### src/common/sd_cmd_pkg.sv
package sd_cmd_pkg;

	localparam int FRAME_BITS = 48;  // command and short response
	localparam int LONG_BITS  = 136; // R2 style response

	// command frame as it leaves on the pin, msb first
	typedef struct packed {
		logic        start;
		logic        dir;
		logic [5:0]  index;
		logic [31:0] arg;
		logic [6:0]  crc;
		logic        stop;
	} cmd_frame_t;

	// 48 bit response sits lsb aligned in the 136 bit word
	typedef struct packed {
		logic [87:0] pad;
		logic        start;
		logic        dir;
		logic [5:0]  index;
		logic [31:0] arg;
		logic [6:0]  crc;
		logic        stop;
	} resp_short_t;

	typedef struct packed {
		logic         start;
		logic         dir;
		logic [5:0]   reserved;
		logic [119:0] payload; // cid or csd
		logic [6:0]   crc;
		logic         stop;
	} resp_long_t;

	// crc and stop bit land on the same bits in both views
	typedef union packed {
		resp_short_t short_view;
		resp_long_t  long_view;
	} resp_word_u;

	typedef struct packed {
		logic timeout;
		logic crc_err;
		logic long_resp;
	} resp_status_t;

	// one serial step of x^7 + x^3 + 1
	function automatic logic [6:0] crc7_next(input logic [6:0] crc, input logic bit_in);
		logic fb;
		fb = bit_in ^ crc[6];
		return {crc[5:0], 1'b0} ^ (fb ? 7'h09 : 7'h00);
	endfunction

endpackage

### src/hdl/cmd_frame_decoder.sv
`timescale 1ns/1ps

module cmd_frame_decoder (
	input  logic                   sd_clock,
	input  logic                   rst_n,
	input  logic                   strobe_in,
	input  logic [39:0]            cmd_to_send,
	input  logic                   busy,
	output sd_cmd_pkg::cmd_frame_t frame,
	output logic                   frame_valid,
	output logic                   expect_long
);
	import sd_cmd_pkg::*;

	cmd_frame_t next_frame;
	logic [6:0] crc;
	logic       accept;
	logic       long_idx;

	assign accept = strobe_in & ~busy;

	// crc over start, dir, index and argument
	always_comb begin
		crc = 7'd0;
		for (int i = 39; i >= 0; i--)
			crc = crc7_next(crc, cmd_to_send[i]);
	end

	always_comb begin
		next_frame.start = cmd_to_send[39];
		next_frame.dir   = cmd_to_send[38];
		next_frame.index = cmd_to_send[37:32];
		next_frame.arg   = cmd_to_send[31:0];
		next_frame.crc   = crc;
		next_frame.stop  = 1'b1;
	end

	// all_send_cid, send_csd and send_cid answer with R2
	assign long_idx = (next_frame.index == 6'd2) || (next_frame.index == 6'd9) ||
		(next_frame.index == 6'd10);

	always_ff @(posedge sd_clock) begin
		if (!rst_n)
			frame_valid <= 1'b0;
		else
			frame_valid <= accept;
	end

	always_ff @(posedge sd_clock) begin
		if (accept) begin
			frame       <= next_frame;
			expect_long <= long_idx;
		end
	end

endmodule

### config.mk
export PLATFORM = sky130hd
export DESIGN_NAME = cmd_frame_decoder
export DESIGN_NICKNAME = d
export VERILOG_FILES = /design/src/common/sd_cmd_pkg.sv /design/src/hdl/cmd_frame_decoder.sv
export SDC_FILE = /design/constraint.sdc
export NUM_CORES = 1
export LEC_CHECK = 0
export BUFFER_PORTS_ARGS = -buffer_cell sky130_fd_sc_hd__buf_4
export CAP_MARGIN = 0
export CELL_PAD_IN_SITES_DETAIL_PLACEMENT = 1
export CELL_PAD_IN_SITES_GLOBAL_PLACEMENT = 2
export CORE_MARGIN = 5
export CORE_UTILIZATION = 30
export DETAILED_ROUTE_END_ITERATION = 8
export HOLD_SLACK_MARGIN = 0.06
export PLACE_DENSITY = 0.83
export SLEW_MARGIN = 0
export SYNTH_ARGS = -nofsm -noshare
export SYNTH_HDL_FRONTEND = slang
export SYNTH_SLANG_ARGS = --single-unit
### constraint.sdc
create_clock -name sd_clock -period 2.7 [get_ports sd_clock]
set_input_delay 0.27 -clock sd_clock [delete_from_list [all_inputs] [get_ports sd_clock]]
set_output_delay 0.27 -clock sd_clock [all_outputs]
set_load 0.05 [all_outputs]
# Yosys cells after proc, flatten, opt, wreduce, memory -nomap -nowiden
# Index checks and enable logic that the tools add are counted.
[word_totals]
reg_bits = 49
output_inout_bits = 50
elab_cells = 132
input_bits = 44
[classes]
n_reduce_logical = 2
n_mux = 40
bitwise_logic = 80
eq_ne = 3
[ops]
columns = ["operator", "count"]
rows = [
  ["$xor 7x4->7", 37],
  ["$mux 4", 40],
  ["$xor 1x1->1", 36],
  ["$eq 6x4->1 const B", 2],
  ["$eq 6x2->1 const B", 1],
  ["$xor 6x4->6", 1],
  ["$xor 5x4->5", 1],
  ["$xor 1x1->1 const B", 3],
  ["$logic_or 1x1->1", 2],
  ["$and 1x1->1", 1],
  ["$not 1->1", 1],
]

# Depth between registers and ports, before layout
[logic_depth]
ltp_word = 113
mapped_depth = 6
ltp_nobuf = 6

# Worst setup path after synthesis
# OpenSTA, ideal clock, no wires.
[synth_timing]
path_type = "input -> register"
from = "input busy"
to = "register expect_long, enable pin"
stages = 1
t_arrival_ns = 2.447
setup_ns = 0.461
path_slack_ns = -0.208
n_path_buf = 0
t_required_ns = 2.239
cell_sequence = "nor2b_1"
[synth_between]
elab_chain_len = 2
[synth_rtl]
columns = ["element", "line_no", "text"]
rows = [
  ["start: declaration", "cmd_frame_decoder.sv:8", "input logic busy,"],
  ["$not 1->1", "cmd_frame_decoder.sv:20", "assign accept = strobe_in & ~busy;"],
  ["$and 1x1->1", "cmd_frame_decoder.sv:20", ""],
  ["end signal: assignment", "cmd_frame_decoder.sv:52", "expect_long <= long_idx;"],
  ["end: declaration", "cmd_frame_decoder.sv:11", "output logic expect_long"],
]
# No other way between the ends.
# A chain may end at the register's enable or synchronous reset.

# Final worst setup path
[layout_timing]
from = "input cmd_to_send[38]"
to = "register frame[4] (netlist name), data pin"
[layout_between]
elab_chain_len = 57
elab_cells_between_ends = 87
cone_classes = "mux: 24; bitwise: 63"
[layout_rtl]
columns = ["element", "line_no", "text"]
rows = [
  ["start: declaration", "cmd_frame_decoder.sv:7", "input logic [39:0] cmd_to_send,"],
  ["$xor 1x1->1 *", "sd_cmd_pkg.sv:51", "fb = bit_in ^ crc[6];"],
  ["$mux 4 *", "sd_cmd_pkg.sv:52", "return {crc[5:0], 1'b0} ^ (fb ? 7'h09 : 7'h00);"],
  ["$xor 5x4->5 *", "sd_cmd_pkg.sv:52", ""],
  ["$xor 6x4->6 *", "sd_cmd_pkg.sv:52", ""],
  ["$xor 7x4->7 * (2 in a row)", "sd_cmd_pkg.sv:52", ""],
  ["$xor 1x1->1 or $xor 7x4->7 (tied branches)", "sd_cmd_pkg.sv:51, sd_cmd_pkg.sv:52", ""],
  ["$mux 4 or $xor 7x4->7 (tied branches)", "sd_cmd_pkg.sv:52", ""],
  ["$xor 7x4->7 * (4 in a row)", "sd_cmd_pkg.sv:52", ""],
  ["[26 not listed]", "n/a", ""],
  ["$xor 7x4->7 * (4 in a row)", "sd_cmd_pkg.sv:52", ""],
  ["$xor 1x1->1 or $xor 7x4->7 (tied branches)", "sd_cmd_pkg.sv:51, sd_cmd_pkg.sv:52", ""],
  ["$mux 4 or $xor 7x4->7 (tied branches)", "sd_cmd_pkg.sv:52", ""],
  ["$xor 7x4->7 * (7 in a row)", "sd_cmd_pkg.sv:52", ""],
  ["$xor 1x1->1 or $xor 7x4->7 (tied branches)", "sd_cmd_pkg.sv:51, sd_cmd_pkg.sv:52", ""],
  ["$mux 4 or $xor 7x4->7 (tied branches)", "sd_cmd_pkg.sv:52", ""],
  ["$xor 7x4->7 * (4 in a row)", "sd_cmd_pkg.sv:52", ""],
  ["net crc[3]", "cmd_frame_decoder.sv:16", "logic [6:0] crc;"],
  ["end signal: assignment", "cmd_frame_decoder.sv:51", "frame <= next_frame;"],
  ["end: declaration", "cmd_frame_decoder.sv:9", "output sd_cmd_pkg::cmd_frame_t frame,"],
]
# Mark *: on every way through the listed nets, which the timed path passes. The rest lies on a longest branch.

==> metrics <==
Ys Warns 0; global-route wire length before repair between 7000 and 8000 um; synthesized cell area roughly 2400 um2; setup repair bufs after CTS 0; largest family of logic cells by synthesized area XOR/XNOR gates; floorplan row count 32; Slew Viols, Final 0; clock buffer depth 2; PortBufs 92; Max FO, Critical Path 4; power density cells roughly 980 nW/um2; crit share post-route 75.3%; vias per inst 4.13; total track usage 10.8%; die width 99.2 um; fin cells around 330; final WL 5290 um; Synth Register Bits 49; grt total ovfl 0; Post-Syn Nets between 150 and 200; share of post-route cells with drive strength above 1 48.7%; per-cell routed wire length around 16 um; post-synth cell types 17; CTS resizes 0; initial antenna violation count 0; Clock transition at path regs 0.09 ns; vias in the first global route about 1600; drt drc 0; post-synthesis mux area share 0%; DP Wirelength 4370 um; synthesized-area fraction occupied by adder cells 0%; DRT Pass-1 Iters 4; Final nets approximately 280; Ports 94; setup TNS 0 ns; Max Freq 492 MHz; syn avg cell area approximately 18 um2; Finished Core Util 43.7%; endpoints failing hold 0; WS Path Type in2reg; area of the die slightly below 10000 um2; antenna cells 0; number of max-cap violations 0; leakage power 1.39 nW; Initial DRC Count 52; hold buffer count at CTS 0; TritonCTS buffer count 5; largest net degree at the start of global routing 27; max incr delay on CP about 0.46 ns; critical path arrival 2.08 ns; htree depth 2; commonest non-fill, non-tap cell in the layout buf_4; status finished clean; area of the core between 7000 and 8000 um2; CTS tree built; post-route ant nets 0; Mapped Cells 130; Placer Congestion 0.744; Slew @ Worst Pin 0.729 ns; Clock Sinks a little under 50; Final setup viols 0; Post-Synth Simple-Gate Area 1.10%; Worst path slowest cell xnor3_2; Die H a little under 100 um; Critical Path Start Type input pin; relative slew slack 51.3%; fill count 776; clk root buf clkbuf_8; Worst VDD drop 0.345 mV; area grow syn2layout 41.3%; Tmin final 2.03 ns; most frequent cells in the layout 94 x buf_4, 48 x edfxtp_1, 41 x xnor2_1; min-delay worst type in2reg; critical path, cell by cell buf_4, xnor2_1, xor2_1, xnor3_2, xnor2_1, xnor2_1, xnor2_1; Worst Setup End Kind flip-flop; vias approximately 1400; post-synthesis sequential area ratio 61.2%; CP Data Required Time 2.74 ns; XOR/XNOR share of the synthesized area 36.9%; unrepaired setup endpoints after global routing no; most frequent CP cell xnor2_1; initial core utilization 30.9%; Placed Cells between 300 and 400; complex-gate fraction of the synthesized area less than 1%
==> flip-flops by register name, indices dropped and copies added, names as in the netlist <==
name / cells
frame: 47
expect_long: 1
frame_valid: 1
==> area by class of cell <==
| type | count | area (um2) | share of cell area (%) |
|---|---|---|---|
| sequential | 49 | 1460 | 43.3 |
| multi-input combinational | 80 | 927 | 27.5 |
| clock buffer | 5 | 68.8 | 2.04 |
| timing repair buffer | 95 | 726 | 21.5 |
| clock inverter | 3 | 65.1 | 1.93 |
| tap | 102 | 128 | 3.78 |
==> layer usage <==
layer	track usage (%)	part of all wire [%]	up-vias
met5	0	0	-
met4	3.47	1.1	0
met3	4.42	9.4	5
met2	18.2	49	63
met1	12.5	40	660
li1	-	-	653
==> cell usage after synthesis, drive strengths merged <==
cell | instances | share of area (%)
xnor3 | 11 | 10
conb | 1 | 0.16
xor2 | 16 | 6.5
nor2b | 1 | 0.26
edfxtp | 48 | 60
buf | 1 | 0.31
and2 | 1 | 0.26
a2111oi | 1 | 0.37
xor3 | 1 | 1.0
nand2b | 1 | 0.26
xnor2 | 46 | 19
dfxtp | 1 | 0.84
nand3b | 1 | 0.31
==> power by group <==
group | internal [mW] | switching [mW] | leakage (nW)
clock | 0.368 | 0.241 | 0.0681
combinational | 0.724 | 0.891 | 0.860
sequential | 1.04 | 0.0316 | 0.458
==> critical path: cells and delay by family <==
kind	cells	cell delay (ns)
XOR/XNOR	6	1.68
buffers and inverters	1	0.13
==> kinds of logic (layout without fill, tap and decap cells) <==
group	after synthesis	in the layout
simple gates	4	4
compound gates	1	1
xor+xnor	74	74
buf+inv	1	103
other cells	1	1
flops	49	49
==> worst paths after layout <==
| kind | startpoint | endpoint | slack, ns | cells past startpoint |
|---|---|---|---|---|
| setup / recovery | cmd_to_send[38] | frame[4]$_DFFE_PP_ | 0.67 | 7 |
| hold / removal | cmd_to_send[19] | frame[27]$_DFFE_PP_ | 0.15 | 1 |
==> stage by stage <==
step	worst slack, ns	hold WS, ns	area (um2)	total power, mW
after global routing	0.571	0.133	3380	3.48
after detailed placement	0.341	0.466	3240	2.71
after floorplan	0.583	0.369	2390	2.34
after global placement	0.399	0.461	3240	2.68
final	0.666	0.155	3380	3.29
after CTS	0.620	0.142	3380	3.35
(Power assumes the default switching activity.)
