File: config.mk
export PLATFORM = sky130hd
export DESIGN_NAME = cmd_serializer
export DESIGN_NICKNAME = d
export VERILOG_FILES = /design/src/common/sd_cmd_pkg.sv /design/src/cmd_serdes/cmd_serializer.sv
export SDC_FILE = /design/constraint.sdc
export NUM_CORES = 1
export LEC_CHECK = 0
export ABC_AREA = 1
export BUFFER_PORTS_ARGS = -buffer_cell sky130_fd_sc_hd__buf_2
export CAP_MARGIN = 20
export CELL_PAD_IN_SITES_DETAIL_PLACEMENT = 1
export CELL_PAD_IN_SITES_GLOBAL_PLACEMENT = 1
export CORE_ASPECT_RATIO = 1.75
export CORE_MARGIN = 10
export CORE_UTILIZATION = 35
export CTS_BUF_LIST = sky130_fd_sc_hd__clkbuf_4 sky130_fd_sc_hd__clkbuf_8
export CTS_CLUSTER_DIAMETER = 100
export DETAILED_ROUTE_END_ITERATION = 6
export PLACE_DENSITY_LB_ADDON = 0.1
export SLEW_MARGIN = 15
export SYNTH_ARGS = -nofsm -noshare
export SYNTH_HDL_FRONTEND = slang
export SYNTH_SLANG_ARGS = --single-unit
File: constraint.sdc
create_clock -name sd_clock -period 1.9 [get_ports sd_clock]
set_clock_uncertainty 0.05 [all_clocks]
set_input_delay 0.285 -clock sd_clock [delete_from_list [all_inputs] [get_ports sd_clock]]
set_output_delay 0.285 -clock sd_clock [all_outputs]
set_load 0.02 [all_outputs]
File: src/common/sd_cmd_pkg.sv
package sd_cmd_pkg;

	localparam int FRAME_BITS = 48;  // command and short response
	localparam int LONG_BITS  = 136; // R2 style response

	// command frame as it leaves on the pin, msb first
	typedef struct packed {
		logic        start;
		logic        dir;
		logic [5:0]  index;
		logic [31:0] arg;
		logic [6:0]  crc;
		logic        stop;
	} cmd_frame_t;

	// 48 bit response sits lsb aligned in the 136 bit word
	typedef struct packed {
		logic [87:0] pad;
		logic        start;
		logic        dir;
		logic [5:0]  index;
		logic [31:0] arg;
		logic [6:0]  crc;
		logic        stop;
	} resp_short_t;

	typedef struct packed {
		logic         start;
		logic         dir;
		logic [5:0]   reserved;
		logic [119:0] payload; // cid or csd
		logic [6:0]   crc;
		logic         stop;
	} resp_long_t;

	// crc and stop bit land on the same bits in both views
	typedef union packed {
		resp_short_t short_view;
		resp_long_t  long_view;
	} resp_word_u;

	typedef struct packed {
		logic timeout;
		logic crc_err;
		logic long_resp;
	} resp_status_t;

	// one serial step of x^7 + x^3 + 1
	function automatic logic [6:0] crc7_next(input logic [6:0] crc, input logic bit_in);
		logic fb;
		fb = bit_in ^ crc[6];
		return {crc[5:0], 1'b0} ^ (fb ? 7'h09 : 7'h00);
	endfunction

endpackage

File: src/cmd_serdes/cmd_serializer.sv
`timescale 1ns/1ps

module cmd_serializer (
	input  logic                   sd_clock,
	input  logic                   rst_n,
	input  logic                   tx_start,
	input  sd_cmd_pkg::cmd_frame_t frame,
	input  logic                   abort,
	output logic                   cmd_out,
	output logic                   cmd_oe,
	output logic                   tx_done
);
	import sd_cmd_pkg::*;

	logic [FRAME_BITS-1:0] shreg;
	logic [5:0]            bit_cnt;
	logic                  oe_q;
	logic                  last_bit;

	assign last_bit = bit_cnt == 6'(FRAME_BITS - 1);

	// abort releases the pin in the same cycle
	assign cmd_oe  = oe_q & ~abort;
	assign cmd_out = oe_q ? shreg[FRAME_BITS-1] : 1'b1;
	assign tx_done = oe_q & last_bit & ~abort; // with the stop bit on the pin

	always_ff @(posedge sd_clock) begin
		if (!rst_n || abort) begin
			oe_q    <= 1'b0;
			bit_cnt <= 6'd0;
		end else if (tx_start) begin
			oe_q    <= 1'b1;
			bit_cnt <= 6'd0;
		end else if (oe_q) begin
			bit_cnt <= bit_cnt + 6'd1;
			if (last_bit)
				oe_q <= 1'b0;
		end
	end

	// msb first, ones fill in behind
	always_ff @(posedge sd_clock) begin
		if (tx_start)
			shreg <= frame;
		else if (oe_q)
			shreg <= {shreg[FRAME_BITS-2:0], 1'b1};
	end

endmodule

After elaboration in Yosys (flattened, before gate mapping)
Cells that the tools add are included.

Muxes and demuxes: 6. $add $sub $neg: 1. Reductions and logical operators: 4. Bitwise gates (word level): 4. Eq/ne operators: 1.

Operators with widths (count): $mux W48 (2); $add A6 B1 Y6 const B (1); $eq A6 B6 Y1 const B (1); $mux W1 (4); $and A1 B1 Y1 (3); $reduce_bool A2 Y1 (1); $reduce_or A2 Y1 (1); $logic_not A1 Y1 (1); $logic_or A1 B1 Y1 (1); $not A1 Y1 (1).

Logic and storage cells: 19. Bits of input ports: 52. Output and inout port bits: 3. Bits in registers: 55.

Depth between registers and ports, before layout
Gate-level depths: netlist (run 1).

Depth after elaboration: 4. Mapped depth: 6. Depth with buffers taken out: 6.

Worst setup path before layout (run 1)
No wires, ideal clock.

Path kind: reg-to-reg. Start: reg oe_q. End: reg oe_q. Setup time: 56 ps. Slack: -124 ps. Cell stages (with the launch flop): 6. Arrival time: 1918 ps. Required time: 1794 ps. Cells stage by stage: dfxtp_1 inv_2 nand2_1 and3_1 nand2_1 inv_1.

Longest elaborated chain between the ends: 2.

Ends and longest elaborated chain: start, declared (line cmd_serializer.sv:17) `logic oe_q;`; start signal, assigned (line cmd_serializer.sv:29) `oe_q <= 1'b0;`; start signal, assigned (line cmd_serializer.sv:32) `oe_q <= 1'b1;`; start signal, assigned (line cmd_serializer.sv:37) `oe_q <= 1'b0;`; $mux W1 (line cmd_serializer.sv:34) `end else if (oe_q) begin`; $mux W1 (line cmd_serializer.sv:31) `end else if (tx_start) begin`.

Every way passes these cells. A chain may end at the register's enable or synchronous reset.

Worst setup path in the final report (run 1)
Start: reg bit_cnt[0]. End: out tx_done.

Longest elaborated chain between the ends: 3.

Ends and longest elaborated chain: start, declared (line cmd_serializer.sv:16) `logic [5:0] bit_cnt;`; start signal, assigned (line cmd_serializer.sv:35) `bit_cnt <= bit_cnt + 6'd1;`; $eq A6 B6 Y1 (line cmd_serializer.sv:20) `assign last_bit = bit_cnt == 6'(FRAME_BITS - 1);`; $and A1 B1 Y1 (2 in series) (line cmd_serializer.sv:25) `assign tx_done = oe_q & last_bit & ~abort;`; end, declared (line cmd_serializer.sv:11) `output logic tx_done`.

Every way passes these cells.

==> reports/metrics.csv, run 1 <==
metric,value,unit
drtIter0Drc,115,
synthTopCellsByArea,"edfxtp_1 (60%), nand2_1 (24%), dfxtp_1 (5.9%)",
hold_end,shreg[41]$_DFFE_PP_,
stdcell_area,0.00286,mm²
cts.path.max_buffers,2,
synth_fa_ha_area_share,0.523,%
cts_root_buf,clkbuf_8,
rrSetupSlack,0.60,ns
hp-class,in2reg,
area_delta_synth_final,19.8,%
synth_edf_count,48,
async_flop_share,0,%
hold_depth,3,
path_cells,"ha_2, inv_1, nor2_1, nand3_1, nor3_2, buf_4",
critPathTopFamily,flip-flops,
reg2reg_from,oe_q$_SDFF_PP0_,
path_clk_slew,0.09,ns
fin_crit_sh,91.9,%
synth_cell_types,22,
synthCells,253,
dr.pass1.iters,4,
ys_ff_latch,55,
syn_nets,306,
end_kind,primary output,
status,finished clean,
arrival,1.41,ns
die_h,129,µm
setup-violations-final,0,
synthXorXnorAreaFrac,0,%
powerDensity,824,mW/mm²
wl,5230,µm
r2r-end,shreg[32]$_DFFE_PP_,
yosys_warnings,0,
worst_slew_pin_slew,0.461,ns
start_kind,flip-flop,
place_area,0.00276,mm²
yosys-mux-area-fraction,0,%
die_area,0.0107,mm²
max_slew_margin,69.2,%
rsz0062_at_grt,false,
drv_cap,0,
synthTopCellsByCount,"nand2_1 (153), edfxtp_1 (48), nor2_1 (8)",
netlist.area_leader.share,60.3,%
yosysSeqAreaShare,66.1,%
grt_max_degree,48,
cts_tree,done,
layout-drive-gt1-share,24.3,%
max_freq,0.573,GHz
ir_drop,406,µV
synth.most_common_cell,nand2_1,
multi_input_area,722,µm²
avgSynthCellArea,9.45,µm²
synth_top_family_by_area,simple AND/OR/NAND/NOR gates,
hold_buffers,0,
synth_flop_cell,edfxtp_1,
rr_worst_depth,3,
portBuffers,54,
core-area,0.00659,mm²
grt_pass1_wl,8890,µm
fill_cells,816,
clkSinkCount,55,
slew_viol_final,0,
wire_per_inst,13.4,µm
antenna_left,0,
setup_tns,0,ns
synth_top_area_cell,edfxtp_1,
antennaDiodeCount,0,
hold_viol,0,
first_global_vias,2003,
cts-resized-gates,0,
synth-compound-area-share,1.05,%
insertion_delay,0.30,ns
path_buf_inv,2,
start_util,36.3,%
critical_path_class,reg2out,
max_stage_delay,0.36,ns
post_cts_buffers,0,
dp_hpwl,3720,µm
drc,0,
critPathRequiredTime,1.56,ns
grt_overflow_total,0,
nets,361,
p_leak,1.32,nW
regArea,0.00158,mm²
cp_max_fo,3,
gp_congestion,0.723,
vias_per_cell,4.55,
yosys.area_share.simple,28.2,%
dieWidth,82.5,µm
top_level_ports,55,
grt.total_usage,10.5,%
min_from,frame[41],
crit_slowest_cell,dfxtp_2,
antenna_found_initial,0,
fin_crit,1.75,ns
rows,39,
htree_num_levels,2,
synthesis.area,0.00239,mm²
numCtsBuffers,5,
vias,1780,
-- per-stage QoR --
stage	utilization [%]	std cells	power (mW)	hold WS (ns)	worst slack (ns)
global placement	41.9	383	1.72	0.423	0.458
CTS	43.3	391	2.41	0.179	0.0541
finish	43.5	391	2.36	0.192	0.154
global route	43.5	391	2.49	0.184	0.00531
detailed placement	41.9	383	1.73	0.431	0.419
floorplan	-	253	1.62	0.407	0.348
-- where the power goes --
| group | internal [mW] | switching, mW | total [mW] | leakage (nW) |
|---|---|---|---|---|
| registers | 1.43 | 0.0263 | 1.46 | 0.540 |
| logic | 0.0950 | 0.135 | 0.230 | 0.734 |
| clock network | 0.307 | 0.365 | 0.672 | 0.0493 |
| total | 1.83 | 0.526 | 2.36 | 1.32 |
-- layout by cell type (no fill, tap or decap) --
cell      synthesis  routed
clkbuf_4          0       1
nor3_2            0       1
dfxtp_2           0       2
clkbuf_8          0       6
edfxtp_1         48      48
nand3_1           4       4
nand2_1         153     152
buf_4             4       3
o21ai_0           1       1
or2_1             1       1
inv_1             7       7
buf_12            0       2
nand2_2           1       2
buf_2             3      53
ha_2              0       1
dfxtp_1           7       5
inv_2             2       2
nor2_1            8       8
nand4_1           1       1
or2_2             1       1
nor2_2            1       1
and3_1            1       1
clkinv_1          0       1
nor3b_1           1       1
a21oi_1           4       4
-- flip-flops by register name, summed over array words and instances (netlist names) --
signal and flops:
bit_cnt 6, oe_q 1, shreg 48
-- tightest hold or removal path, delay by kind of cell --
family	cells	cell delay, ns
simple gates	2	0.09
buf+inv	1	0.07
-- routing by layer --
layer / global-route usage (%) / vias up / part of all wire, %
met5: 0 / - / 0
met4: 4.83 / 0 / 1.9
met3: 3.39 / 8 / 6.2
met2: 17.2 / 38 / 50
met1: 11.8 / 820 / 42
li1: - / 914 / -
-- cell type report --
type	count	share of cell area, %
tap	82	3.58
inverter	9	1.18
timing repair buffer	58	11.4
clock buffer	7	3.15
sequential	55	55.3
clock inverter	1	0.131
multi-input combinational	179	25.2
-- kinds of logic after synthesis --
kind of cell               count (synthesis)
AOI/OAI and AO/OA                          5
adders and majority gates                  1
buffers and inverters                     19
DFF                                       55
and+or+nand+nor                          173
-- worst max path at each step --
| stage | depth (start not counted) | from | slack, ns | end |
|---|---|---|---|---|
| floorplan | 5 | bit_cnt[0]$_SDFFE_PP0P_ | 0.35 | tx_done |
| global placement | 6 | bit_cnt[0]$_SDFFE_PP0P_ | 0.46 | tx_done |
| detailed placement | 6 | bit_cnt[0]$_SDFFE_PP0P_ | 0.42 | tx_done |
| CTS | 6 | bit_cnt[0]$_SDFFE_PP0P_ | 0.05 | tx_done |
| global route | 6 | bit_cnt[0]$_SDFFE_PP0P_ | 0.005 | tx_done |
| finish | 6 | bit_cnt[0]$_SDFFE_PP0P_ | 0.15 | tx_done |
No activity file was read; power rests on OpenSTA's default activity.
==> run 2: changes to the inputs <==
- PLACE_DENSITY: unset -> 0.77
- PLACE_DENSITY_LB_ADDON: 0.1 -> unset
==> reports/metrics.csv, run 2 (synthesis gave the netlist of run 1 again) <==
metric,value,unit
status,finished clean,
p_total,2.36,mW
grt.total_usage,10.0,%
start_util,36.3,%
critPathRequiredTime,1.56,ns
cts_root_buf,clkbuf_8,
cts_tree,done,
placed_cells,383,
die_area,0.0107,mm²
wire_per_inst,13.1,µm
dr.pass1.iters,4,
p_leak,1.32,nW
layout_commonest_cell,nand2_1,
drc,0,
drv_cap,0,
ir_drop,383,µV
r2r-end,shreg[35]$_DFFE_PP_,
hold_buffers,0,
pwr-share-seq,61.9,%
dieWidth,82.5,µm
core-area,0.00659,mm²
htree_num_levels,2,
holdWs,0.196,ns
arrival,1.43,ns
cts.path.max_buffers,2,
vias_per_cell,4.52,
p_int,1.82,mW
comb_power_share,9.5,%
vias,1766,
hold_depth,3,
path_clk_slew,0.10,ns
nets,361,
swShare,22.8,%
area_delta_synth_final,19.3,%
fin_crit_sh,92.8,%
insertion_delay,0.30,ns
fill_cells,803,
setup-violations-final,0,
critical_path.startpoint,bit_cnt[0]$_SDFFE_PP0P_,
grt_max_degree,50,
cp_max_fo,3,
powerDensity,828,mW/mm²
start_kind,flip-flop,
antennaDiodeCount,0,
slew_viol_final,0,
worst_slew_pin_slew,0.465,ns
rr_worst_depth,3,
post_cts_buffers,0,
max_stage_delay,0.37,ns
wl,5120,µm
die_h,129,µm
rows,39,
max_freq,0.567,GHz
crit_end,tx_done,
setup_tns,0,ns
numCtsBuffers,5,
crit_slowest_cell,dfxtp_2,
fin_cells,391,
antenna_found_initial,0,
rsz0062_at_grt,false,
clkSinkCount,55,
rrSetupSlack,0.57,ns
fin_crit,1.76,ns
top_level_ports,55,
grt_pass1_wl,8540,µm
grt_overflow_total,0,
end_kind,primary output,
portBuffers,54,
grtUsageMet2,17.4,%
dp_hpwl,3780,µm
first_global_vias,1866,
hold_viol,0,
gr-usage-met3,2.35,%
regMostFlops,shreg,
path_cells,"ha_2, inv_1, nor2_2, nand3_1, nor3_1, buf_2",
cts-resized-gates,0,
reg.largest.list,"shreg (48), bit_cnt (6), oe_q (1)",
gp_congestion,0.783,
layout-drive-gt1-share,24.6,%
power.clock.fraction,28.6,%
switchingPower,0.539,mW
hp-class,in2reg,
grt-busiest-layer,met2,
critical_path_class,reg2out,
drtIter0Drc,101,
final_cell_mix,"nand2_1 (152), buf_2 (54), edfxtp_1 (48), nor2_1 (7), inv_1 (7)",
largest_reg_flops,48,
antenna_left,0,
use_met1,11.5,%
reg2reg_from,oe_q$_SDFF_PP0_,
max_slew_margin,69.0,%
[run 2: cell count changes in the layout (fill, tap and decap cells not counted), sizes merged]
cell | before | now
clkbuf | 7 | 6
clkinvlp | 0 | 1
[run 2: power groups by stage]
| stage | logic (mW) | clock network (mW) | registers (mW) |
|---|---|---|---|
| finish | 0.225 | 0.676 | 1.46 |
| global route | 0.265 | 0.745 | 1.47 |
| global placement | 0.225 | 0 | 1.48 |
| detailed placement | 0.234 | 0 | 1.49 |
| floorplan | 0.138 | 0 | 1.48 |
| CTS | 0.234 | 0.701 | 1.46 |
[run 2: cell type report]
| class | instances | area [µm²] | share of cell area, % |
|---|---|---|---|
| Timing Repair Buffer | 58 | 313 | 11.0 |
| Clock buffer | 6 | 82.6 | 2.90 |
| Tap cell | 82 | 103 | 3.60 |
| Sequential cell | 55 | 1580 | 55.6 |
| Multi-Input combinational cell | 179 | 719 | 25.2 |
| Inverter | 9 | 33.8 | 1.18 |
| Clock inverter | 2 | 16.3 | 0.570 |
[run 2: how the worst min path moves through the flow]
stage,startpoint,to,slack [ns]
final,frame[13],shreg[13]$_DFFE_PP_,0.20
after global routing,frame[24],shreg[24]$_DFFE_PP_,0.20
after CTS,frame[13],shreg[13]$_DFFE_PP_,0.19
after detailed placement,bit_cnt[1]$_SDFFE_PP0P_,bit_cnt[1]$_SDFFE_PP0P_,0.44
after global placement,bit_cnt[1]$_SDFFE_PP0P_,bit_cnt[1]$_SDFFE_PP0P_,0.42
after floorplan,bit_cnt[1]$_SDFFE_PP0P_,bit_cnt[1]$_SDFFE_PP0P_,0.41
[run 2: metal layers]
metal  part of all wire [%]  up-vias
li1                       -      914
met1                     40      817
met2                     54       31
met3                    4.6        4
met4                    1.5        0
met5                      0        -
[run 2: worst max-delay path: cells and delay by family, from the launching register on]
family,cells,cell delay (ns)
and+or+nand+nor,3,0.32
DFF,1,0.37
buffers and inverters,2,0.25
adders and majority gates,1,0.21
[run 2: metrics by stage]
step / area (µm²) / setup WS [ns] / util, %
4_1_cts: 2840 / 0.0547 / 43.2
3_3_place_gp: 2750 / 0.480 / 41.7
3_5_place_dp: 2750 / 0.405 / 41.7
2_1_floorplan: 2390 / 0.348 / -
6_report: 2850 / 0.136 / 43.3
5_1_grt: 2850 / 0.0205 / 43.3
==> run 3: changes to the inputs <==
- REMOVE_ABC_BUFFERS: unset -> 1
==> reports/metrics.csv, run 3 (synthesis gave the netlist of run 1 again) <==
metric,value,unit
critPathTopFamily,flip-flops,
clkSinkCount,55,
path_cells,"ha_2, inv_1, nor2_1, nand3_1, nor3_1, buf_2",
status,finished clean,
vias_per_cell,4.54,
ir_drop,503,µV
largest_reg_flops,48,
p_leak,1.32,nW
place_area,0.00277,mm²
max_freq,0.557,GHz
rrSetupSlack,0.47,ns
setup-violations-final,0,
dp_hpwl,3860,µm
gp_congestion,0.808,
hold_buffers,0,
cts_tree,done,
critPathRequiredTime,1.56,ns
fill_cells,798,
top_level_ports,55,
final_cell_mix,"nand2_1 (152), buf_2 (54), edfxtp_1 (48), nor2_1 (8), inv_1 (7)",
pre_cts_slack,0.441,ns
antennaDiodeCount,0,
grt.total_usage,10.3,%
dr.pass1.iters,4,
fin_util,43.5,%
fin_ws,0.104,ns
wl,5120,µm
max_slew_margin,70.1,%
worst_slew_pin_slew,0.449,ns
nets,361,
vias,1775,
hold_viol,0,
rows,39,
cts.path.max_buffers,2,
holdWs,0.187,ns
core-area,0.00659,mm²
reg.largest.list,"shreg (48), bit_cnt (6), oe_q (1)",
first_global_vias,1984,
max_stage_delay,0.38,ns
powerDensity,815,mW/mm²
drv_cap,0,
antenna_left,0,
drtIter0Drc,81,
start_kind,flip-flop,
grt_pass1_wl,8690,µm
slew_viol_final,0,
drc,0,
placed_cells,383,
arrival,1.46,ns
end_kind,primary output,
antenna_found_initial,0,
path_buf_inv,2,
critical_path_class,reg2out,
fin_crit,1.80,ns
start_util,36.3,%
numCtsBuffers,5,
dieWidth,82.5,µm
cts_root_buf,clkbuf_8,
regMostFlops,shreg,
die_area,0.0107,mm²
path_clk_slew,0.10,ns
insertion_delay,0.31,ns
grt_overflow_total,0,
rsz0062_at_grt,false,
layout_commonest_cell,nand2_1,
grt_max_degree,51,
layout-drive-gt1-share,23.9,%
p_total,2.33,mW
htree_num_levels,2,
fin_crit_sh,94.5,%
die_h,129,µm
setup_tns,0,ns
stdcell_area,0.00286,mm²
post_cts_buffers,0,
hp-class,in2reg,
wire_per_inst,13.1,µm
crit_slowest_cell,dfxtp_1,
fin_cells,391,
cp_max_fo,3,
portBuffers,54,
area_delta_synth_final,19.7,%
==> run 3: changes by cell type in the layout (fill, tap and decap cells not counted), sizes merged <==
cell	delta
clkbuf	-1
clkinvlp	+1
==> run 3: final timing paths <==
path	end	startpoint	depth (start not counted)
min	shreg[0]$_SDFFCE_PN1P_	frame[0]	2
min reg2reg	bit_cnt[1]$_SDFFE_PP0P_	bit_cnt[1]$_SDFFE_PP0P_	2
max	tx_done	bit_cnt[1]$_SDFFE_PP0P_	6
max reg2reg	shreg[33]$_DFFE_PP_	oe_q$_SDFF_PP0_	3
==> run 3: final cells by class <==
cell class	count	area (µm²)	area share, %
Sequential cell	55	1580	55.3
Timing Repair Buffer	58	338	11.8
Clock buffer	5	68.8	2.40
Inverter	9	33.8	1.18
Multi-Input combinational cell	179	717	25.0
Tap cell	82	103	3.58
Clock inverter	3	20.0	0.699
==> run 3: report_power, final <==
group,internal (mW),switching (mW),total [mW],leakage (nW)
Combinational,0.0983,0.136,0.234,0.738
Clock,0.257,0.382,0.639,0.0402
Sequential,1.43,0.0263,1.46,0.540
==> run 3: layer usage <==
layer | global-route usage [%] | part of all wire, % | vias to the layer above
met1 | 11.1 | 41 | 817
met2 | 17.7 | 50 | 38
li1 | - | - | 913
met5 | 0 | 0 | -
met4 | 3.92 | 1.6 | 0
met3 | 3.53 | 6.8 | 7
==> run 3: repair_timing <==
item	in CTS	in global routing
endpoints found under the setup margin	0	1
hold endpoints to repair	0	0
resized for setup	0	2
