<file path="config.mk">
export PLATFORM = sky130hd
export DESIGN_NAME = cmd_phys_controller
export DESIGN_NICKNAME = d
export VERILOG_FILES = /design/src/common/sd_cmd_pkg.sv /design/src/hdl/cmd_phys_controller.sv
export SDC_FILE = /design/constraint.sdc
export NUM_CORES = 1
export LEC_CHECK = 0
export ABC_AREA = 1
export BUFFER_PORTS_ARGS = -buffer_cell sky130_fd_sc_hd__buf_2
export CAP_MARGIN = 20
export CORE_ASPECT_RATIO = 0.9
export CORE_MARGIN = 1
export CORE_UTILIZATION = 46
export CTS_CLUSTER_SIZE = 40
export DETAILED_ROUTE_END_ITERATION = 6
export HOLD_SLACK_MARGIN = 0.06
export PLACE_DENSITY = 0.82
export SYNTH_ARGS = -nofsm -noshare
export SYNTH_HDL_FRONTEND = slang
export SYNTH_SLANG_ARGS = --single-unit
</file>
<file path="constraint.sdc">
create_clock -name sd_clock -period 2.1 [get_ports sd_clock]
set_input_delay 0.42 -clock sd_clock [delete_from_list [all_inputs] [get_ports sd_clock]]
set_output_delay 0.42 -clock sd_clock [all_outputs]
set_load 0.01 [all_outputs]
</file>
<file path="src/common/sd_cmd_pkg.sv">
package sd_cmd_pkg;

	localparam int FRAME_BITS = 48;  // command and short response
	localparam int LONG_BITS  = 136; // R2 style response

	// command frame as it leaves on the pin, msb first
	typedef struct packed {
		logic        start;
		logic        dir;
		logic [5:0]  index;
		logic [31:0] arg;
		logic [6:0]  crc;
		logic        stop;
	} cmd_frame_t;

	// 48 bit response sits lsb aligned in the 136 bit word
	typedef struct packed {
		logic [87:0] pad;
		logic        start;
		logic        dir;
		logic [5:0]  index;
		logic [31:0] arg;
		logic [6:0]  crc;
		logic        stop;
	} resp_short_t;

	typedef struct packed {
		logic         start;
		logic         dir;
		logic [5:0]   reserved;
		logic [119:0] payload; // cid or csd
		logic [6:0]   crc;
		logic         stop;
	} resp_long_t;

	// crc and stop bit land on the same bits in both views
	typedef union packed {
		resp_short_t short_view;
		resp_long_t  long_view;
	} resp_word_u;

	typedef struct packed {
		logic timeout;
		logic crc_err;
		logic long_resp;
	} resp_status_t;

	// one serial step of x^7 + x^3 + 1
	function automatic logic [6:0] crc7_next(input logic [6:0] crc, input logic bit_in);
		logic fb;
		fb = bit_in ^ crc[6];
		return {crc[5:0], 1'b0} ^ (fb ? 7'h09 : 7'h00);
	endfunction

endpackage

</file>
<file path="src/hdl/cmd_phys_controller.sv">
`timescale 1ns/1ps

module cmd_phys_controller #(
	parameter int RESP_TIMEOUT = 64
) (
	input  logic                     sd_clock,
	input  logic                     rst_n,
	input  logic                     idle_in,
	input  logic                     ack_in,
	input  logic                     frame_valid,
	input  logic                     expect_long,
	input  logic                     tx_done,
	input  logic                     rx_started,
	input  logic                     rx_done,
	input  sd_cmd_pkg::resp_word_u   rx_word,
	input  logic                     rx_crc_err,
	output logic                     busy,
	output logic                     ack_out,
	output logic                     tx_start,
	output logic                     rx_arm,
	output logic                     rx_long,
	output logic                     abort,
	output logic                     strobe_out,
	output sd_cmd_pkg::resp_word_u   response,
	output sd_cmd_pkg::resp_status_t status
);
	import sd_cmd_pkg::*;

	localparam int TW = $clog2(RESP_TIMEOUT + 1);

	typedef enum logic [2:0] {
		IDLE,
		SEND,
		WAIT_START,
		RECEIVE,
		HOLD
	} state_t;

	state_t        state;
	logic [TW-1:0] wait_cnt;
	logic          long_q;
	logic          timed_out;

	assign timed_out = (state == WAIT_START) && (wait_cnt == TW'(RESP_TIMEOUT - 1));

	// no new command until the host has taken the last response
	assign busy       = idle_in | frame_valid | (state != IDLE);
	assign ack_out    = frame_valid & ~idle_in & (state == IDLE);
	assign strobe_out = state == HOLD;
	assign rx_long    = long_q;
	assign abort      = idle_in | timed_out; // timeout also disarms the receiver

	always_ff @(posedge sd_clock) begin
		if (!rst_n || idle_in) begin
			state    <= IDLE;
			tx_start <= 1'b0;
			rx_arm   <= 1'b0;
			long_q   <= 1'b0;
			wait_cnt <= '0;
		end else begin
			tx_start <= 1'b0;
			rx_arm   <= 1'b0;
			case (state)
				IDLE: begin
					if (frame_valid) begin
						state    <= SEND;
						tx_start <= 1'b1;
						long_q   <= expect_long;
					end
				end
				SEND: begin
					if (tx_done) begin
						state    <= WAIT_START;
						rx_arm   <= 1'b1; // pin already released here
						wait_cnt <= '0;
					end
				end
				WAIT_START: begin
					if (timed_out)
						state <= HOLD;
					else if (rx_started)
						state <= RECEIVE;
					else
						wait_cnt <= wait_cnt + 1'b1;
				end
				RECEIVE: begin
					if (rx_done)
						state <= HOLD;
				end
				HOLD: begin
					if (ack_in)
						state <= IDLE;
				end
				default: state <= IDLE;
			endcase
		end
	end

	// response register, held while strobe_out is up
	always_ff @(posedge sd_clock) begin
		if (timed_out) begin
			response         <= '0;
			status.timeout   <= 1'b1;
			status.crc_err   <= 1'b0;
			status.long_resp <= long_q;
		end else if (state == RECEIVE && rx_done) begin
			response         <= rx_word;
			status.timeout   <= 1'b0;
			status.crc_err   <= rx_crc_err;
			status.long_resp <= long_q;
		end
	end

endmodule

</file>
Word level (Yosys, flattened, before mapping)
Index checks and enable logic that the tools add are counted.

word-level totals
  input port bits = 146
  memories = 0
  latch bits = 0
  memory bits (read-only) = 0
  word-level logic and storage cells = 58
  bits in writable memories = 0
  bits in registers = 152

cells by class
  mux-type cells = 15
  divide/modulo/power cells = 0
  reduce and logical (&&, ||, !) cells = 13
  equal/unequal tests = 12
  shifts and indexed selects = 0
  bitwise logic cells = 8
  magnitude comparators = 0
  multiply operators = 0
  add/subtract/negate cells = 1

operator list
  kind                                                 count
  two-way mux 7 bit                                    3
  two-way mux 3 bit                                    6
  one-hot mux 3 bit (5 select lines)                   1
  one-hot mux 7 bit (2 select lines)                   1
  != test 2 bit, second input constant                 6
  adder 7 x 1 -> 7 bit, second input constant          1
  equality test 7 x 6 -> 1 bit, second input constant  1
  equality test 3 x 2 -> 1 bit, second input constant  2
  AND reduction 5 bit                                  1
  two-way mux 1 bit                                    4
  AND reduction 4 bit                                  1
  nonzero test 2 bit                                   2
  OR reduction 2 bit                                   2
  equality test 3 x 1 -> 1 bit, second input constant  1
  equality test 3 bit, second input constant           1
  logical NOT 3 bit                                    1
  != test 3 bit, second input constant                 1
  NOT 1 bit                                            3
  OR 1 bit                                             3
  nonzero test 3 bit                                   1
  bitwise AND 1 bit                                    2
  logical AND 1 bit                                    2
  AND reduction 2 bit                                  1
  logical NOT 1 bit                                    1
  logical OR 1 bit                                     1

Logic depth before layout (Yosys ltp)
Gate-level depths: netlist (run 1).

  depth in word-level cells = 4
  gate-level depth with buffers = 10

Least setup slack after synthesis (run 1)
OpenSTA, ideal clock, no wires.

  path type = register -> output
  from = register wait_cnt[0]
  to = output abort
  data required time = 1.680 ns
  stages on the path, launching flop included = 8
  arrival time = 1.261 ns
  path slack = 0.419 ns
  cells stage by stage = dfxtp_1 ha_1 nand2_1 nor2_2 nand3_2 buf_6 buf_6 nand2_1

on the way
  word-level cells in the longest chain between the ends = 3

ends and longest elaborated chain
  item                          RTL line                   RTL
  start, declared               cmd_phys_controller.sv:40  logic [TW-1:0] wait_cnt;
  start signal, assigned        cmd_phys_controller.sv:84  wait_cnt <= wait_cnt + 1'b1;
  equality test 7 x 6 -> 1 bit  cmd_phys_controller.sv:44  assign timed_out = (state == WAIT_START) && (wait_cnt == TW'(RESP_TIMEOUT - 1));
  logical AND 1 bit             cmd_phys_controller.sv:44
  OR 1 bit                      cmd_phys_controller.sv:51  assign abort = idle_in | timed_out;
  end, declared                 cmd_phys_controller.sv:22  output logic abort,

Every way passes these cells.

Worst setup path after layout (run 1)
Same ends and word-level chain as after synthesis.

==> flow_summary.toml, run 1 <==
[logic_synthesis]
synth_flop_cell = "dfxtp_1"
yosysUniqueCellTypes = 25
synth_area_leader_cell = "dfxtp_1"
syn_nets = 862
synth_cells = 715
ys_top_cells_by_count = "151 x dfxtp_1, 141 x inv_2, 138 x o21ai_1, 137 x o21a_1, 33 x nand2_1"
synth_area_per_cell_um2 = 8.58
yosysSeqAreaShare_pct = 49.8
ys_warn_count = 0
yosys-top-cells-area = "dfxtp_1 49%, o21a_1 17%, o21ai_1 11%, inv_2 8.6%, buf_6 3.9%"
synth_edf_count = 1
ys_ff_latch = 152
synth_top_area_share_pct = 49.3
async_flop_share_pct = 0
synth.most_common_cell = "dfxtp_1"
synth_area_um2 = 6140

[sta]
fmax_mhz = 497
tns_ps = 0
finalHoldViolations = 0
slew_headroom_pct = 71.9
min_period_ps = 2010
worst_pin_slew_ps = 417
hold_ws_ps = 275
setup_slack_ps = 88.2
skew_ps = 8.48
slew_viol_final = 0
period_share_pct = 95.8
finalSetupViolCount = 0

[pwr]
cellLeakagePower_nw = 4.55
p_per_area_nw_per_um2 = 878
ir_drop_uv = 537
power.total_mw = 7.24

[global_routing]
grt.met2_usage_pct = 38.2
grt_usage_pct = 22.3
gr-usage-met1_pct = 26.3
grt_max_degree = 92
grt_util_met3_pct = 6.71
grt_antenna_before_repair = 1
grt_pass1_vias = 4997
busiest_layer = "met2"
grt_pass1_wl_mm = 24.2
overflow = 0

[routing]
wl_mm = 15.6
via_per_inst = 4.74
final_antenna_net_count = 0
vias = 5540
wire_per_inst_um = 13.3
drc = 0
drt_pass1_iterations = 4
initialDrtViolationCount = 256

[finish]
drive_gt1_share_pct = 48.2
final_util_pct = 64.2
num-fill-cells = 1097
final_cells = 1168
area_growth_pct = 34.3
final-seq-area_um2 = 3060
design_area_um2 = 8240
final_nets = 1137
multi_input_area_um2 = 2150

[critical_path]
cp_max_fo = 5
crit_arrival_ps = 1590
worstSetupPathType = "register to primary output"
crit_path_end_kind = "primary output"
cp.required_ps = 1680
r2r_cells = 7
r2r_slack_ps = 330
r2r_start = "state[1]"
regToRegEndpoint = "response[59]"
worstSetupStartpointType = "register"

[clocking]
h-tree-depth = 4
root_buffer = "clkbuf_16"
postCtsHoldBufs = 0
cts_made_buffers = 17
clock-sinks = 152
clk_pin_slew_worst_paths_ps = 60
cts_buffer_depth = 2
cts_tree = "built"
clk_latency_ps = 410

[run]
cap_violations = 0

[floorplan]
die_w_um = 124
dieArea_um2 = 13800
num_rows = 39
initial_core_util_pct = 47.8
dieHeight_um = 112
core_um2 = 12800
pin_count = 292

[placement]
placed_cell_area_um2 = 7610
io_buffers = 291
place_inst = 1134
dp_hpwl_mm = 10.9
gp_congestion = 0.823
dp_slack_ps = 376

[min_path]
hp-class = "input port to register"
hp-start = "expect_long"
min_to = "rx_long"
min_path_cells = 3

[status]
status = "complete, no violations"
==> how the worst max path moves through the flow <==
| stage | startpoint | end | slack, ps | depth (start not counted) |
|---|---|---|---|---|
| floorplan | wait_cnt[0] | abort | 420 | 7 |
| global placement | state[0] | response[14] | 450 | 7 |
| detailed placement | state[1] | response[128] | 380 | 7 |
| CTS | wait_cnt[0] | abort | 30 | 6 |
| global route | wait_cnt[0] | abort | -5 | 6 |
| finish | wait_cnt[0] | abort | 90 | 6 |
==> placed cells by master, fill, tap and decap left out, types with 2 or more instances in the layout <==
cell	instances
clkinv_2	2
o21a_1	137
inv_1	16
clkinvlp_4	3
clkinv_4	2
o21ai_1	138
o21ai_0	2
bufinv_16	2
nand4_1	3
dfxtp_2	2
buf_12	7
buf_2	291
nand2_1	33
clkbuf_8	2
nand3_1	12
buf_4	3
clkbuf_16	18
dfxtp_1	149
nor2_1	12
nand3b_1	4
inv_6	2
a21oi_1	7
nor3_1	3
nand2_2	2
inv_2	140
==> final cells by class <==
class / instances / area share [%]
Timing Repair Buffer: 301 / 19.6
Inverter: 157 / 7.18
Tap cell: 164 / 2.49
Antenna cell: 1 / 0.0304
Clock inverter: 12 / 1.68
Multi-Input combinational cell: 361 / 26.1
Sequential cell: 152 / 37.1
Clock buffer: 20 / 5.80
==> worst max-delay path, cell delays in order (launching register included) <==
cell and delay [ps]:
dfxtp_2 360, ha_1 170, nand2_1 110, nor2_4 180, nand3_4 150, nand2_1 90
buf_2 120
==> logic make-up (layout without fill, tap and decap cells) <==
logic type / after synthesis / count (layout) / synth area share, %
compound gates: 285 / 285 / 28.9
fa+ha+maj: 1 / 1 / 0.204
buf+inv: 202 / 490 / 15.5
flops: 152 / 152 / 49.8
other cells: 0 / 1 / 0
simple gates: 75 / 75 / 5.73
==> registers in the layout, indices dropped and copies added (netlist names) <==
signal and count:
status 3, rx_arm 1, wait_cnt 7, rx_long 1
tx_start 1, response 136, state 3
==> repair_timing <==
item	4_1_cts	5_1_grt
setup endpoints to repair	1	1
setup buffers	0	1
gates resized for setup	1	2
pin swaps	0	2
==> where the power goes <==
| group | switching, mW | internal (mW) | total, mW |
|---|---|---|---|
| Sequential | 0.126 | 3.14 | 3.27 |
| Combinational | 0.457 | 0.398 | 0.855 |
| Clock | 1.21 | 1.90 | 3.11 |
==> layer usage <==
metal	up-vias	share of wire (%)
li1	2858	-
met1	2485	43
met2	182	49
met3	15	6.4
met4	0	1.1
met5	-	0
Power figures use the tool's default switching activity.
==> inputs of run 2 (changes only) <==
==> constraint.sdc (replaced) <==
create_clock -name sd_clock -period 2.1 [get_ports sd_clock]
set_input_delay 0.21 -clock sd_clock [delete_from_list [all_inputs] [get_ports sd_clock]]
set_output_delay 0.21 -clock sd_clock [all_outputs]
set_load 0.01 [all_outputs]
==> run 2 against run 1 <==
Compared with the run above:
- die area unchanged
- clock power is 13% lower
- utilization is 0.55 points lower
- routed wire length shrank 1.8%
- sequential cell count unchanged
- critical path type unchanged
- critical endpoint unchanged
- largest power group unchanged
==> flow_summary.toml, run 2 (same netlist as run 1, synthesis figures left out) <==
[critical_path]
crit_path_end_kind = "primary output"
r2r_cells = 9
r2r_start = "wait_cnt[0]"
crit_arrival_ps = 1630
cp.required_ps = 1890
worstSetupStartpointType = "register"
cp_max_fo = 5
r2r_slack_ps = 280
regToRegEndpoint = "response[102]"
worstSetupPathType = "register to primary output"

[placement]
dp_slack_ps = 237
io_buffers = 291
dp_hpwl_mm = 10.9
gp_congestion = 0.831

[global_routing]
grt_usage_pct = 22.2
grt_pass1_wl_mm = 24.0
grt_pass1_vias = 5160
grt_max_degree = 59
overflow = 0
grt_antenna_before_repair = 1

[finish]
num-fill-cells = 1100
drive_gt1_share_pct = 47.4
largest_reg_flops = 136
regMostFlops = "response"
top_regs = "response: 136 flops, wait_cnt: 7 flops"
area_growth_pct = 33.2
final_common_cell = "buf_2"
final_cell_mix = "291 x buf_2, 151 x dfxtp_1, 140 x inv_2"
final_nets = 1144

[clocking]
clk_pin_slew_worst_paths_ps = 50
clk_latency_ps = 420
clock-sinks = 152
h-tree-depth = 4
cts_tree = "built"
cts_buffer_depth = 2
root_buffer = "clkbuf_16"
cts_made_buffers = 17

[sta]
finalHoldViolations = 0
slew_headroom_pct = 58.5
min_period_ps = 1840
finalSetupViolCount = 0
skew_ps = 8.02
fmax_mhz = 543
worst_pin_slew_ps = 623
setup_slack_ps = 260
slew_viol_final = 0
rsz0062_at_grt = "false"
period_share_pct = 87.6
tns_ps = 0

[floorplan]
die_w_um = 124
dieArea_um2 = 13800
num_rows = 39
pin_count = 292
core_um2 = 12800
initial_core_util_pct = 47.8
dieHeight_um = 112

[routing]
initialDrtViolationCount = 310
vias = 5550
wl_mm = 15.3
wire_per_inst_um = 13.0
drc = 0
final_antenna_net_count = 0
drt_pass1_iterations = 6
via_per_inst = 4.74

[pwr]
cellLeakagePower_nw = 4.51
power.internal_mw = 5.20
p_per_area_nw_per_um2 = 836
seqPwrFrac_pct = 47.8
p_sw_share_pct = 23.8
p_switching_mw = 1.63
pwr-share-clk_pct = 39.6
ir_drop_uv = 699
combPwrFrac_pct = 12.5

[min_path]
hp-class = "input port to register"
min_path_cells = 3
hp-start = "frame_valid"
min_to = "rx_long"

[status]
status = "complete, no violations"

[run]
cap_violations = 0
[run 2: changes by cell type in the layout (fill, tap and decap cells not counted), moves of 2 or more]
cell           previous run  this run
clkinvlp_4                3         1
clkbuf_1                  0         5
buf_12                    7         5
buf_4                     3         9
dlygate4sd3_1             0         2
dfxtp_2                   2         0
inv_6                     2         0
dfxtp_1                 149       151
clkinv_4                  2         0
[run 2: how the worst max path moves through the flow]
stage / start / cells past startpoint / to / slack [ps]
final: wait_cnt[0] / 6 / abort / 260
after global routing: wait_cnt[0] / 9 / response[66] / 140
after CTS: wait_cnt[0] / 6 / abort / 2
after detailed placement: wait_cnt[0] / 8 / response[129] / 240
after global placement: wait_cnt[0] / 8 / response[16] / 300
after floorplan: wait_cnt[0] / 7 / status[0] / 590
[run 2: area by class of cell]
| cell class | instances | area [um2] | share of cell area, % |
|---|---|---|---|
| flip-flops and latches | 152 | 3050 | 37.4 |
| well taps | 164 | 205 | 2.51 |
| diodes | 1 | 2.50 | 0.0306 |
| multi-input cells | 362 | 2160 | 26.4 |
| inverters | 157 | 592 | 7.24 |
| clock buffers | 24 | 472 | 5.77 |
| repair buffers | 307 | 1640 | 20.1 |
| clock inverters | 4 | 47.5 | 0.582 |
[run 2: metrics by stage]
step	util, %	hold WS, ps	area, um2	instances	power (mW)
finish	63.7	86.4	8170	1171	6.83
global placement	59.3	435	7610	1137	4.16
floorplan	-	369	6140	715	3.73
CTS	63.5	70.5	8150	1167	6.90
detailed placement	59.3	445	7610	1137	4.18
global route	63.7	80.9	8170	1171	7.15
[run 2: what timing repair did]
item	4_1_cts	5_1_grt
resized for setup	0	0
setup buffers	0	2
endpoints found under the setup margin	0	1
hold buffers	2	0
endpoints found under the hold margin	2	0
[run 2: power by group through the flow]
stage | clock network (mW) | logic [mW] | registers (mW)
floorplan | 0 | 0.290 | 3.44
global placement | 0 | 0.841 | 3.32
detailed placement | 0 | 0.858 | 3.32
CTS | 2.77 | 0.864 | 3.27
global route | 2.91 | 0.951 | 3.30
finish | 2.71 | 0.857 | 3.27
[run 2: critical path, cell delays in order (launching register included)]
cell and delay [ps]:
dfxtp_1 380, ha_1 180, nand2_1 90, nor2_2 250, nand3_4 120, nand2_1 70
buf_2 120
[run 2: metal layers]
| layer | global-route usage [%] | wire [um] | vias to the layer above |
|---|---|---|---|
| met2 | 37.8 | 7390 | 193 |
| met3 | 8.30 | 1230 | 24 |
| met5 | 0 | 0 | - |
| met4 | 7.71 | 271 | 0 |
| li1 | - | - | 2867 |
| met1 | 25.3 | 6390 | 2466 |
==> inputs of run 3 (changes only) <==
MAX_ROUTING_LAYER = met4   (was default)
==> run 3 against run 2 <==
Compared with the run above:
- utilization unchanged
- final area unchanged
- via count up 0.11%
- routed wire length down 0.20%
- worst setup slack better by 2.1 ps
- register-to-register slack about the same
- non-clock buffer count unchanged
- die area unchanged
- total power about the same
- clock-buffer cell count unchanged
- largest cell class unchanged
- largest power group unchanged
- highest routed layer unchanged
==> flow_summary.toml, run 3 (same netlist as run 1, synthesis figures left out) <==
[critical_path]
worstSetupPathType = "register to primary output"
cp.required_ps = 1890
cp_max_fo = 5
crit_slowest_cell = "dfxtp_1"
path_cells = "ha_1, nand2_1, nor2_2, nand3_4, nand2_1, buf_2"
r2r_cells = 9
worstSetupStartpointType = "register"
cpMostUsedCell = "nand2_1"
crit_path_end_kind = "primary output"
crit_arrival_ps = 1630
max_stage_delay_ps = 380

[sta]
setup_slack_ps = 262
period_share_pct = 87.5
slew_viol_final = 0
slew_headroom_pct = 58.7
fmax_mhz = 544
finalHoldViolations = 0
tns_ps = 0
finalSetupViolCount = 0
rsz0062_at_grt = "false"
worst_pin_slew_ps = 619
min_period_ps = 1840
skew_ps = 6.25

[floorplan]
initial_core_util_pct = 47.8
dieHeight_um = 112
core_um2 = 12800
die_w_um = 124
num_rows = 39
dieArea_um2 = 13800
pin_count = 292

[clocking]
clk_pin_slew_worst_paths_ps = 50
root_buffer = "clkbuf_16"
ctsResizeCount = 0
h-tree-depth = 4
clock-sinks = 152
cts_made_buffers = 17
cts_tree = "built"
clk_latency_ps = 410
cts_buffer_depth = 2

[routing]
wl_mm = 15.3
final_antenna_net_count = 0
via_per_inst = 4.74
drc = 0
initialDrtViolationCount = 280
wire_per_inst_um = 13.0
drt_pass1_iterations = 4
vias = 5556

[finish]
top_regs = "response: 136 flops, wait_cnt: 7 flops"
final_cells = 1171
area_growth_pct = 33.2
regMostFlops = "response"
largest_reg_flops = 136
drive_gt1_share_pct = 47.4
num-fill-cells = 1100
multi_input_area_um2 = 2160
final_cell_mix = "291 x buf_2, 151 x dfxtp_1, 140 x inv_2"
final-seq-area_um2 = 3050
final_nets = 1144
final_common_cell = "buf_2"

[placement]
io_buffers = 291
dp_slack_ps = 237
dp_hpwl_mm = 10.9
place_inst = 1137
gp_congestion = 0.844

[pwr]
ir_drop_uv = 705
p_per_area_nw_per_um2 = 836
cellLeakagePower_nw = 4.51
power.total_mw = 6.84

[status]
status = "complete, no violations"

[global_routing]
grt_antenna_before_repair = 1
grt_max_degree = 59
grt_usage_pct = 22.9
overflow = 0
grt_pass1_vias = 5168
grt_pass1_wl_mm = 24.0

[run]
cap_violations = 0

[min_path]
hp-class = "input port to register"
min_path_cells = 3
[run 3: cell counts in the layout (fill, tap and decap cells not counted)]
No cell type changed its count.
[run 3: stage by stage]
step	instance area, um2	util, %	hold WS [ps]
4_1_cts	8150	63.5	70.5
3_3_place_gp	7610	59.3	435
2_1_floorplan	6140	-	369
3_5_place_dp	7610	59.3	445
5_1_grt	8170	63.7	80.9
6_report	8170	63.7	85.4
[run 3: layer usage]
layer	wire length (um)	share of wire [%]	vias up	track usage [%]
met3	1120	7.3	25	6.86
met2	7420	49	193	37.9
met1	6430	42	2464	26.0
li1	-	-	2874	-
met4	286	1.9	0	7.71
met5	0	0	-	-
[run 3: path summary, 6_finish.rpt]
check,endpoint,slack (ps),start
worst max-delay path,abort,260,wait_cnt[0]
worst min-delay path,rx_long,90,frame_valid
worst min register to register,response[62],460,response[62]
worst max register to register,response[102],280,wait_cnt[0]
[run 3: what timing repair did]
| item | in CTS | in global routing |
|---|---|---|
| endpoints found under the hold margin | 2 | 0 |
| endpoints found under the setup margin | 0 | 1 |
| hold buffers | 2 | 0 |
| buffers inserted | 0 | 2 |
[run 3: where the power goes]
group	switching [mW]	internal (mW)	total, mW
clock	1.05	1.66	2.71
sequential	0.123	3.14	3.27
combinational	0.458	0.399	0.857
total	1.63	5.20	6.84
[run 3: final cells by class]
type                            instances  share of cell area [%]
Antenna cell                            1                  0.0306
Clock inverter                          4                   0.582
Clock buffer                           24                    5.77
Sequential cell                       152                    37.4
Timing Repair Buffer                  307                    20.1
Multi-Input combinational cell        362                    26.4
Inverter                              157                    7.24
Tap cell                              164                    2.51
[run 3: critical path: cells and delay by family (launching register included)]
kind	cells	cell delay, ps
fa+ha+maj	1	180
buf+inv	1	120
flops	1	380
simple gates	4	530
